**config.mk**
```make
export PLATFORM = sky130hd
export DESIGN_NAME = mci_wdt
export DESIGN_NICKNAME = d
export VERILOG_FILES = /design/src/verilog/mci_pkg.sv /design/src/verilog/mci_wdt.sv
export SDC_FILE = /design/constraint.sdc
export NUM_CORES = 1
export LEC_CHECK = 0
export BUFFER_PORTS_ARGS = -buffer_cell sky130_fd_sc_hd__buf_2
export CAP_MARGIN = 20
export CORE_MARGIN = 1.5
export CORE_UTILIZATION = 59
export DETAILED_ROUTE_END_ITERATION = 8
export PLACE_DENSITY = 0.87
export SYNTH_ARGS = -nofsm -noshare
export SYNTH_HDL_FRONTEND = slang
export SYNTH_SLANG_ARGS = --single-unit
export TNS_END_PERCENT = 20
```
**constraint.sdc**
```tcl
create_clock -name clk -period 3.79 [get_ports clk]
set_input_delay 0.758 -clock clk [delete_from_list [all_inputs] [get_ports clk]]
set_output_delay 0.758 -clock clk [all_outputs]
set_load 0.005 [all_outputs]
```
**src/verilog/mci_pkg.sv**
```systemverilog
package mci_pkg;

    //////////////////////////////
    // Widths
    //////////////////////////////
    localparam int DATA_W     = 32;
    localparam int ADDR_W     = 32;
    localparam int DMI_ADDR_W = 16;

    //////////////////////////////
    // Address map
    //////////////////////////////
    localparam logic [ADDR_W-1:0] REG_BASE  = 32'h1000_0000;
    localparam logic [ADDR_W-1:0] SRAM_BASE = 32'h2000_0000;

    // Register window holds 2**REG_OFF_W words
    localparam int                REG_OFF_W     = 4;
    localparam logic [ADDR_W-1:0] REG_WIN_BYTES = ADDR_W'(4 << REG_OFF_W);

    // Word offsets inside the register window
    localparam logic [REG_OFF_W-1:0] REG_STATUS      = 4'h0;
    localparam logic [REG_OFF_W-1:0] REG_WDT_CTRL    = 4'h1;
    localparam logic [REG_OFF_W-1:0] REG_WDT_PERIOD1 = 4'h2;
    localparam logic [REG_OFF_W-1:0] REG_WDT_PERIOD2 = 4'h3;
    localparam logic [REG_OFF_W-1:0] REG_ERR_FATAL   = 4'h4;
    localparam logic [REG_OFF_W-1:0] REG_ERR_MASK    = 4'h5;

    //////////////////////////////
    // Transfer types
    //////////////////////////////
    typedef struct packed {
        logic              valid;
        logic              write;
        logic [ADDR_W-1:0] addr;
        logic [DATA_W-1:0] wdata;
    } bus_req_t;

    typedef struct packed {
        logic              valid;
        logic              err;
        logic [DATA_W-1:0] rdata;
    } bus_rsp_t;

    typedef struct packed {
        logic                  valid;
        logic                  write;
        logic [DMI_ADDR_W-1:0] addr;
        logic [DATA_W-1:0]     wdata;
    } dmi_req_t;

    // Arbitrated memory port, word addressed
    typedef struct packed {
        logic                  valid;
        logic                  write;
        logic [DMI_ADDR_W-1:0] addr;
        logic [DATA_W-1:0]     wdata;
    } sram_req_t;

    typedef struct packed {
        logic              en;
        logic              restart;
        logic [DATA_W-1:0] period1;
        logic [DATA_W-1:0] period2;
    } wdt_cfg_t;

    typedef struct packed {
        logic t1_timeout;
        logic t2_timeout;
    } wdt_status_t;

endpackage

```
**src/verilog/mci_wdt.sv**
```systemverilog
`timescale 1ns/1ps

module mci_wdt import mci_pkg::*; (
    input  logic        clk,
    input  logic        arst_n_i,
    input  wdt_cfg_t    cfg_i,
    output wdt_status_t status_o,
    output logic        nmi_o
);

    logic [DATA_W-1:0] cnt1_q;
    logic [DATA_W-1:0] cnt2_q;
    logic              t1_q;
    logic              t2_q;

    //////////////////////////////
    // Timer 1
    //////////////////////////////
    always_ff @(posedge clk or negedge arst_n_i) begin
        if (!arst_n_i) begin
            cnt1_q <= '0;
            t1_q   <= 1'b0;
        end else if (cfg_i.restart) begin
            cnt1_q <= '0;
            t1_q   <= 1'b0;
        end else if (cfg_i.en && !t1_q) begin
            // Counter holds once the timeout is flagged
            if (cnt1_q >= cfg_i.period1) begin
                t1_q <= 1'b1;
            end else begin
                cnt1_q <= cnt1_q + 1'b1;
            end
        end
    end

    //////////////////////////////
    // Timer 2 armed by timer 1
    //////////////////////////////
    always_ff @(posedge clk or negedge arst_n_i) begin
        if (!arst_n_i) begin
            cnt2_q <= '0;
            t2_q   <= 1'b0;
        end else if (cfg_i.restart) begin
            cnt2_q <= '0;
            t2_q   <= 1'b0;
        end else if (cfg_i.en && t1_q && !t2_q) begin
            if (cnt2_q >= cfg_i.period2) begin
                t2_q <= 1'b1;
            end else begin
                cnt2_q <= cnt2_q + 1'b1;
            end
        end
    end

    assign status_o.t1_timeout = t1_q;
    assign status_o.t2_timeout = t2_q;

    // Second stage expiry is fatal
    assign nmi_o = t2_q;

    a_nmi_after_t1: assert property (@(posedge clk) disable iff (!arst_n_i)
        nmi_o |-> status_o.t1_timeout);

endmodule
```
# ---- Yosys cells after proc, flatten, opt, wreduce, memory -nomap -nowiden
# Cells that the tools add are included.
dict set report op_classes {
  add_sub_neg 2
  muxes 12
  magnitude_cmp 2
  reduce_logical 13
  eq_ne 2
}
# cell count
set op_table {}
lappend op_table {{2-to-1 mux 32 bit} 6}
lappend op_table {{adder 32 x 1 -> 32 bit (second input constant)} 2}
lappend op_table {{greater-or-equal comparator 32 bit} 2}
lappend op_table {{AND reduction 2 bit} 4}
lappend op_table {{nonzero test 2 bit} 4}
lappend op_table {{2-to-1 mux 1 bit} 6}
lappend op_table {{!= test 2 bit (second input constant)} 2}
lappend op_table {{logical AND 1 bit} 3}
lappend op_table {{logical NOT 1 bit} 2}
dict set report totals {
  inputBits 68
  out_inout_bits 3
  wordCells 35
  ff_bits 66
}

# ---- Logic depth before layout (Yosys ltp)
# Gate-level depths: netlist (run 1).
dict set report depth {
  depth_word 4
  mapped_depth 12
  mapped_depth_nobuf 10
}

# ---- Worst setup path before layout (run 1)
# Ideal clock, no wire load.
dict set report synth_timing {
  path_type {input to register}
  start {input cfg_i[25] (netlist bit)}
  end {register cnt2_q[5]}
  setup_time_ns 0.125
  cell_stages 11
  arrival_time_ns 3.022
  n_path_buf 2
  path_slack_ns 0.643
  required_time_ns 3.665
  path_cell_list {inv_1 -> ha_1 -> a21oi_2 -> o21ai_1 -> a221o_1 -> or4_1 -> buf_2 -> and2_4 -> buf_6 -> or3_1 -> mux2_4}
}
dict set report synth_via {
  elab_chain_cells 3
}
# element line
set synth_lines {}
lappend synth_lines {{from (decl)} mci_wdt.sv:6} ;# input wdt_cfg_t cfg_i,
lappend synth_lines {{greater-or-equal comparator 32 bit} mci_wdt.sv:47} ;# if (cnt2_q >= cfg_i.period2) begin
lappend synth_lines {{!= test 2 bit (no line)} --}
lappend synth_lines {{AND reduction 2 bit (no line)} --}
lappend synth_lines {{to (signal assigned)} mci_wdt.sv:50} ;# cnt2_q <= cnt2_q + 1'b1;
lappend synth_lines {{to (decl)} mci_wdt.sv:12} ;# logic [DATA_W-1:0] cnt2_q;
# No other way between the ends.
# A chain may end at the register's enable or synchronous reset.

# ---- Worst setup path in the final report (run 1)
dict set report layout_timing {
  start {input cfg_i[17] (netlist bit)}
  end {register cnt2_q[31]}
}
# Same word-level chain as after synthesis.

==> results_dict.tcl, run 1 <==
set metrics [dict create \
    r2r_end "cnt2_q[31]" \
    grt_pass1_vias 4582 \
    clk_latency_ps 360 \
    clk_pin_slew_worst_paths_ps 80 \
    clock_path_buffers 2 \
    finalWirelength_um 11750 \
    synth_nets 740 \
    die_w_um 96.89 \
    max_freq_mhz 296.4 \
    final.setup_skew_ps 10.89 \
    setup_violations 0 \
    max_stage_delay_ps 470 \
    clock_sinks 66 \
    ys_ff_latch 66 \
    path_common_cell "a21oi_1" \
    path_max_fanout 18 \
    cp_cell_sequence "buf_2, inv_1, ha_1, a21oi_1, o21ai_1, a221o_1, nor4_1, o21ai_2, buf_4, a211oi_2, a21oi_1, a31o_2" \
    cp-startpoint "cfg_i[17]" \
    rsz0062_at_grt "no" \
    final_common_cell "inv_1" \
    rows 34 \
    vias 4577 \
    n_antenna_cell 0 \
    vias_per_cell 5.853 \
    place.detailed.hpwl_um 8778 \
    critPathLaunchType "input port" \
    die_height_um 96.89 \
    dp.cells 766 \
    synth_edf_count 0 \
    track_usage_pct 26.26 \
    synth_area_um2 5201 \
    async_reset_ff_share_pct 100.0 \
    tritoncts "done" \
    grt_max_degree 67 \
    critical_path.top_delay_family "compound AO/OA/AOI/OAI gates" \
    grt_pass1_wl_um 20480 \
    ir_worst_vdd_v 0.0001510 \
    nFillCells 652 \
    die_area_um2 9388 \
    port_buffers 70 \
    place.gp.congestion 0.8582 \
    postCtsHoldBufs 0 \
    boundaryPins 71 \
    ys_seq_area_share_pct 31.75 \
    drive_gt1_share_pct 17.21 \
    hold_path_class "input port to async pin" \
    routedWlPerCell_um 15.03 \
    cp_num_buf_inv 3 \
    nets 803 \
    cp.depth 12 \
    finalCritPeriodShare_pct 89.01 \
    netlist_instances 606 \
    p_per_area_nw_per_um2 257.9 \
    post_cts_resized 0 \
    final_cell_mix "inv_1, buf_2, nor2_1" \
    timing.final.hold_violations 0 \
    ff_latch_area_um2 1652 \
    start_util_pct 60.23 \
    finalCriticalPeriod_ps 3373 \
    path_class "input port to register" \
    grt_overflow 0 \
    reg2reg_from "cnt2_q[19]" \
    critPathRequiredTime_ps 4040 \
    worstRegToRegCells 10 \
    drv_slew 0 \
    max-slew-margin-rel_pct 46.74 \
    synth.avg_cell_area_um2 8.583 \
    cp.arrival_ps 3620 \
    antenna_found_initial 0 \
    multi_input_area_um2 3129 \
    ant_nets 0 \
    yosys_most_used_dff "dfrtp_1" \
    core_um2 8636 \
    syn2layout_area_growth_pct 12.56 \
    cp-end-kind "register" \
    cts_setup_buffers 0 \
    leakage_nw 2.809 \
    yosysUniqueCellTypes 50 \
    yosys_warnings 0 \
    drt_pass1_iterations 5 \
    whs_ps 399.4 \
    first_iter_violations 232 \
    worstMarginPinSlew_ps 778.8 \
    htreeDepth 3 \
    root_buffer "clkbuf_8" \
    timing.max_cap.violations 0 \
    tns_ps 0 \
    drc 0 \
    stdcell_count 782 \
    slowest_stage "nor4_1" \
    cts_made_buffers 9 \
    critPathCapture "cnt2_q[31]" \
    status "finished, final reports clean" \
    r2r_setup_slack_ps 450 \
]
==> synth_stat cells, drive strengths merged (15+ instances only) <==
master   instances  area, um^2
xnor2           52       455.4
nor4            17       118.9
clkbuf          17       63.81
a2111oi         15       193.9
nand2           43       161.4
dfrtp           66        1652
ha              66       825.8
nand3           23       120.1
o21ai           16       80.07
a21oi           40       204.0
nor2            68       255.2
inv             79       296.5
==> sequential cells by signal, summed over array words and instances (netlist names) <==
signal  flops
t1_q        1
cnt1_q     32
cnt2_q     32
nmi_o       1
==> layer usage <==
metal | vias up | GRT usage (%) | share of wire, %
li1 | 2218 | - | -
met1 | 2187 | 34.76 | 43
met2 | 150 | 43.46 | 49
met3 | 22 | 5.058 | 6.2
met4 | 0 | 8.473 | 1.5
met5 | - | 0 | 0
==> logic make-up after synthesis <==
logic type,synth area share [%]
buf+inv,8.227
simple gates,21.22
fa+ha+maj,15.88
flops,31.75
xor+xnor,8.756
mux,0.6735
compound gates,13.50
==> report_power, final <==
part / switching [W] / leakage [nW] / internal, W
registers: 0.00000218 / 0.921 / 0.000706
logic: 0.0000776 / 1.78 / 0.0000574
clock network: 0.000280 / 0.109 / 0.000386
==> final cells by class <==
class,count,share of cell area (%)
timing repair buffer,78,7.224
clock inverter,5,1.325
inverter,79,5.065
tap,108,2.308
sequential,66,28.21
clock buffer,11,2.415
multi-input combinational,435,53.45
==> how the worst min path moves through the flow <==
| stage | startpoint | endpoint | cells past startpoint |
|---|---|---|---|
| after floorplan | arst_n_i | cnt1_q[0] | 0 |
| after global placement | cnt1_q[31] | cnt1_q[31] | 2 |
| after CTS | arst_n_i | cnt2_q[21] | 2 |
| after detailed placement | cnt1_q[31] | cnt1_q[31] | 2 |
| after global routing | arst_n_i | cnt2_q[21] | 2 |
| final | arst_n_i | cnt2_q[21] | 2 |
==> metrics by stage <==
step                      instance area (um^2)  setup WS, ps  total power [W]  util (%)
after floorplan                           5201         642.8        0.0007886         -
after global placement                    5635         232.9        0.0008491     65.26
after detailed placement                  5635         162.3        0.0008572     65.26
after CTS                                 5854         497.5         0.001516     67.79
after global routing                      5854         300.1         0.001562     67.79
final                                     5854         416.7         0.001510     67.79
Power figures use the tool's default switching activity.
==> inputs of run 2 (changes only) <==
--- a/config.mk
+++ b/config.mk
@@ -5,12 +5,15 @@
 export SDC_FILE = /design/constraint.sdc
 export NUM_CORES = 1
 export LEC_CHECK = 0
+export ABC_CLOCK_PERIOD_IN_PS = 3790
 export BUFFER_PORTS_ARGS = -buffer_cell sky130_fd_sc_hd__buf_2
 export CAP_MARGIN = 20
 export CORE_MARGIN = 1.5
-export CORE_UTILIZATION = 59
+export CORE_UTILIZATION = 60
+export CTS_BUF_LIST = sky130_fd_sc_hd__clkbuf_4 sky130_fd_sc_hd__clkbuf_8
 export DETAILED_ROUTE_END_ITERATION = 8
-export PLACE_DENSITY = 0.87
+export PLACE_DENSITY = 0.88
+export SLEW_MARGIN = 20
 export SYNTH_ARGS = -nofsm -noshare
 export SYNTH_HDL_FRONTEND = slang
 export SYNTH_SLANG_ARGS = --single-unit
==> results_dict.tcl, run 2 (synthesis results as in run 1) <==
set metrics [dict create \
    finalWirelength_um 11620 \
    drc 0 \
    finalCriticalPeriod_ps 3285 \
    path_class "input port to register" \
    grt_overflow 0 \
    drive_gt1_share_pct 17.24 \
    path_max_fanout 17 \
    n_antenna_cell 0 \
    seqPwrFrac_pct 51.7 \
    clock_path_buffers 2 \
    tritoncts "done" \
    ir_worst_vdd_v 0.0001841 \
    power.internal_w 0.001012 \
    max_stage_delay_ps 440 \
    drt_pass1_iterations 4 \
    dp.cells 762 \
    start_util_pct 62.67 \
    final.setup_skew_ps 12.76 \
    clock_power_share_pct 38.6 \
    cts_setup_buffers 0 \
    timing.max_cap.violations 0 \
    worstMarginPinSlew_ps 822.9 \
    place.detailed.hpwl_um 8731 \
    critPathRequiredTime_ps 4030 \
    slowest_stage "a21boi_0" \
    timing.final.hold_violations 0 \
    vias 4547 \
    reg_top3 "cnt1_q (32), cnt2_q (32)" \
    port_buffers 70 \
    grt_pass1_vias 4542 \
    drv_slew 0 \
    whs_ps 426.2 \
    nets 802 \
    p_sw_w 0.0003593 \
    p_per_area_nw_per_um2 237.1 \
    antenna_found_initial 0 \
    die_w_um 96.11 \
    status "finished, final reports clean" \
    switching_share_pct 26.21 \
    finalCritPeriodShare_pct 86.67 \
    max-slew-margin-rel_pct 45.14 \
    critPathLaunchType "input port" \
    grt_max_degree 46 \
    clk_latency_ps 350 \
    core_um2 8299 \
    cp-end-kind "register" \
    power_w 0.001371 \
    hold_path_class "input port to async pin" \
    die_area_um2 9236 \
    leakage_nw 2.782 \
    routedWlPerCell_um 14.93 \
    setup_violations 0 \
    cp_cell_sequence "buf_2, ha_1, nand2b_1, a2111oi_2, o211ai_1, a21boi_0, o21ai_2, buf_4, a211oi_2, a21oi_1, a31o_2" \
    grt_pass1_wl_um 19840 \
    boundaryPins 71 \
    root_buffer "clkbuf_8" \
    track_usage_pct 27.58 \
    htreeDepth 3 \
    clock_sinks 66 \
    place.gp.congestion 0.8518 \
    clk_pin_slew_worst_paths_ps 80 \
    final_common_cell "inv_1" \
    cts_made_buffers 9 \
    combPwrFrac_pct 9.7 \
    stdcell_count 778 \
    tns_ps 0 \
    syn2layout_area_growth_pct 11.16 \
    final_cell_mix "inv_1, buf_2, nor2_1" \
    cp.arrival_ps 3530 \
    vias_per_cell 5.844 \
    post_cts_resized 0 \
    first_iter_violations 241 \
    ant_nets 0 \
    postCtsHoldBufs 0 \
    rsz0062_at_grt "no" \
    rows 33 \
    max_freq_mhz 304.4 \
    die_height_um 96.11 \
]
[run 2: cell types whose count changed in the layout (fill, tap and decap cells not counted), sizes merged]
| cell | change |
|---|---|
| bufinv | -2 |
| buf | -1 |
| clkinv | +2 |
[run 2: layout make-up]
cell class	count	area [um^2]
multi-input combinational	435	3129
fill	627	2517
sequential	66	1652
timing repair buffer	77	402.9
inverter	79	296.5
clock buffer	11	138.9
tap	105	131.4
clock inverter	5	31.28
[run 2: worst paths after layout]
path / start / endpoint / slack (ps) / depth (start not counted)
max: cfg_i[0] / cnt2_q[31] / 510 / 11
min: arst_n_i / cnt1_q[18] / 430 / 1
max reg2reg: cnt2_q[0] / cnt2_q[31] / 550 / 11
min reg2reg: cnt1_q[31] / cnt1_q[31] / 560 / 2
max in group asynchronous: arst_n_i / cnt1_q[28] / 2440 / 2
min in group clk: cnt1_q[31] / cnt1_q[31] / 560 / 2
[run 2: through the flow]
step	util [%]	instance area [um^2]	worst slack, ps
after floorplan	-	5201	642.8
after global placement	67.62	5612	231.2
after detailed placement	67.62	5612	133.6
after CTS	69.67	5782	500.0
after global routing	69.67	5782	287.8
final	69.67	5782	505.1
[run 2: power groups by stage]
stage | registers [W] | logic, W | clock network [W]
CTS | 0.000708 | 0.000135 | 0.000529
global route | 0.000708 | 0.000154 | 0.000561
floorplan | 0.000722 | 0.0000669 | 0
finish | 0.000708 | 0.000134 | 0.000529
global placement | 0.000722 | 0.000126 | 0
detailed placement | 0.000722 | 0.000134 | 0
[run 2: metal layers]
layer | global-route usage [%] | vias to the layer above | wire length (um)
met5 | 0 | - | 0
li1 | - | 2211 | -
met3 | 4.423 | 22 | 642
met2 | 48.18 | 160 | 5791
met4 | 11.27 | 0 | 215
met1 | 33.70 | 2154 | 4967
[run 2: critical path: cells and delay by family]
kind,cells,cell delay (ps)
compound gates,7,1950
buf+inv,2,390
simple gates,1,150
fa+ha+maj,1,270
==> inputs of run 3 (changes only) <==
--- a/config.mk
+++ b/config.mk
@@ -5,7 +5,7 @@
 export SDC_FILE = /design/constraint.sdc
 export NUM_CORES = 1
 export LEC_CHECK = 0
-export ABC_CLOCK_PERIOD_IN_PS = 3790
+export ABC_CLOCK_PERIOD_IN_PS = 3700
 export BUFFER_PORTS_ARGS = -buffer_cell sky130_fd_sc_hd__buf_2
 export CAP_MARGIN = 20
 export CORE_MARGIN = 1.5
==> constraint.sdc (replaced) <==
create_clock -name clk -period 3.7 [get_ports clk]
set_input_delay 0.74 -clock clk [delete_from_list [all_inputs] [get_ports clk]]
set_output_delay 0.74 -clock clk [all_outputs]
set_load 0.005 [all_outputs]
==> results_dict.tcl, run 3 (synthesis results as in run 1) <==
set metrics [dict create \
    status "finished, final reports clean" \
    rows 33 \
    syn2layout_area_growth_pct 12.65 \
    rsz0062_at_grt "no" \
    critPathRequiredTime_ps 3910 \
    clk_pin_slew_worst_paths_ps 80 \
    worstMarginPinSlew_ps 714.5 \
    drive_gt1_share_pct 17.73 \
    place.gp.congestion 0.8886 \
    critical_path.top_delay_family "compound AO/OA/AOI/OAI gates" \
    routedWlPerCell_um 15.62 \
    final_cell_mix "inv_1, buf_2, nor2_1" \
    start_util_pct 62.67 \
    vias 4682 \
    timing.final.hold_violations 0 \
    die_height_um 96.11 \
    finalCritPeriodShare_pct 88.30 \
    critPathLaunchType "input port" \
    path_class "input port to register" \
    whs_ps 378.0 \
    max_freq_mhz 306.1 \
    tns_ps 0 \
    path_common_cell "a2111oi_2" \
    leakage_nw 2.825 \
    die_w_um 96.11 \
    drv_slew 0 \
    timing.max_cap.violations 0 \
    grt_max_degree 38 \
    grt_overflow 0 \
    postCtsHoldBufs 0 \
    placed_cell_area_um2 5642 \
    grt_pass1_vias 4482 \
    max-slew-margin-rel_pct 51.14 \
    cp-end-kind "register" \
    slowest_stage "a2111oi_2" \
    root_buffer "clkbuf_8" \
    reg_top3 "cnt1_q (32), cnt2_q (32)" \
    cp.arrival_ps 3480 \
    ir_worst_vdd_v 0.0002227 \
    path_max_fanout 15 \
    track_usage_pct 28.69 \
    nets 806 \
    die_area_um2 9236 \
    final_common_cell "inv_1" \
    boundaryPins 71 \
    ant_nets 0 \
    htreeDepth 3 \
    n_antenna_cell 0 \
    p_per_area_nw_per_um2 263.0 \
    power_w 0.001541 \
    cts_setup_buffers 0 \
    finalCriticalPeriod_ps 3267 \
    grt_pass1_wl_um 20470 \
    setup_violations 0 \
    max_stage_delay_ps 460 \
    clock_path_buffers 2 \
    cts_made_buffers 9 \
    final.setup_skew_ps 11.40 \
    finalWirelength_um 12220 \
    clk_latency_ps 340 \
    antenna_found_initial 0 \
    drt_pass1_iterations 5 \
    drc 0 \
    port_buffers 70 \
    tritoncts "done" \
    place.detailed.hpwl_um 9036 \
    cp_cell_sequence "buf_2, ha_1, nand2b_1, a2111oi_2, o211ai_1, a21boi_0, o21ai_2, buf_4, a2111oi_2, xnor2_1, nor2_1" \
    first_iter_violations 254 \
    cp_num_buf_inv 2 \
    postLayoutCellArea_um2 5859 \
    utilization_pct 70.60 \
    post_cts_resized 0 \
    core_um2 8299 \
    hold_path_class "input port to async pin" \
    vias_per_cell 5.987 \
    clock_sinks 66 \
]
[run 3: path summary, 6_finish.rpt]
kind	start	end	cells past startpoint	slack (ps)
hold reg to reg	t1_q	t1_q	2	570
setup / recovery	cfg_i[0]	cnt2_q[27]	11	430
min in group clk	t1_q	t1_q	2	570
max in group asynchronous	arst_n_i	cnt1_q[14]	2	2580
setup reg to reg	cnt2_q[0]	cnt2_q[27]	11	460
hold / removal	arst_n_i	cnt1_q[25]	1	380
[run 3: area by class of cell]
class / instances / area, um^2
multi-input cells: 435 / 3129
fillers: 614 / 2440
flip-flops and latches: 66 / 1652
repair buffers: 81 / 432.9
inverters: 79 / 296.5
clock buffers: 10 / 137.6
well taps: 105 / 131.4
clock inverters: 6 / 80.08
[run 3: stage by stage]
step                worst slack (ps)  cells
finish                         433.0    782
detailed placement             121.6    766
floorplan                      570.8    606
global placement               177.1    766
global route                   262.0    782
CTS                            467.1    782
[run 3: routing by layer]
metal	wire length (um)	global-route usage [%]	vias to the layer above
li1	-	-	2226
met1	5175	37.24	2216
met2	6016	48.00	200
met3	643	3.081	40
met4	381	13.24	0
met5	0	0	-
[run 3: power by group]
part	switching [W]	internal, W
registers	0.00000248	0.000723
clock network	0.000282	0.000393
logic	0.0000822	0.0000581
total	0.000366	0.00117
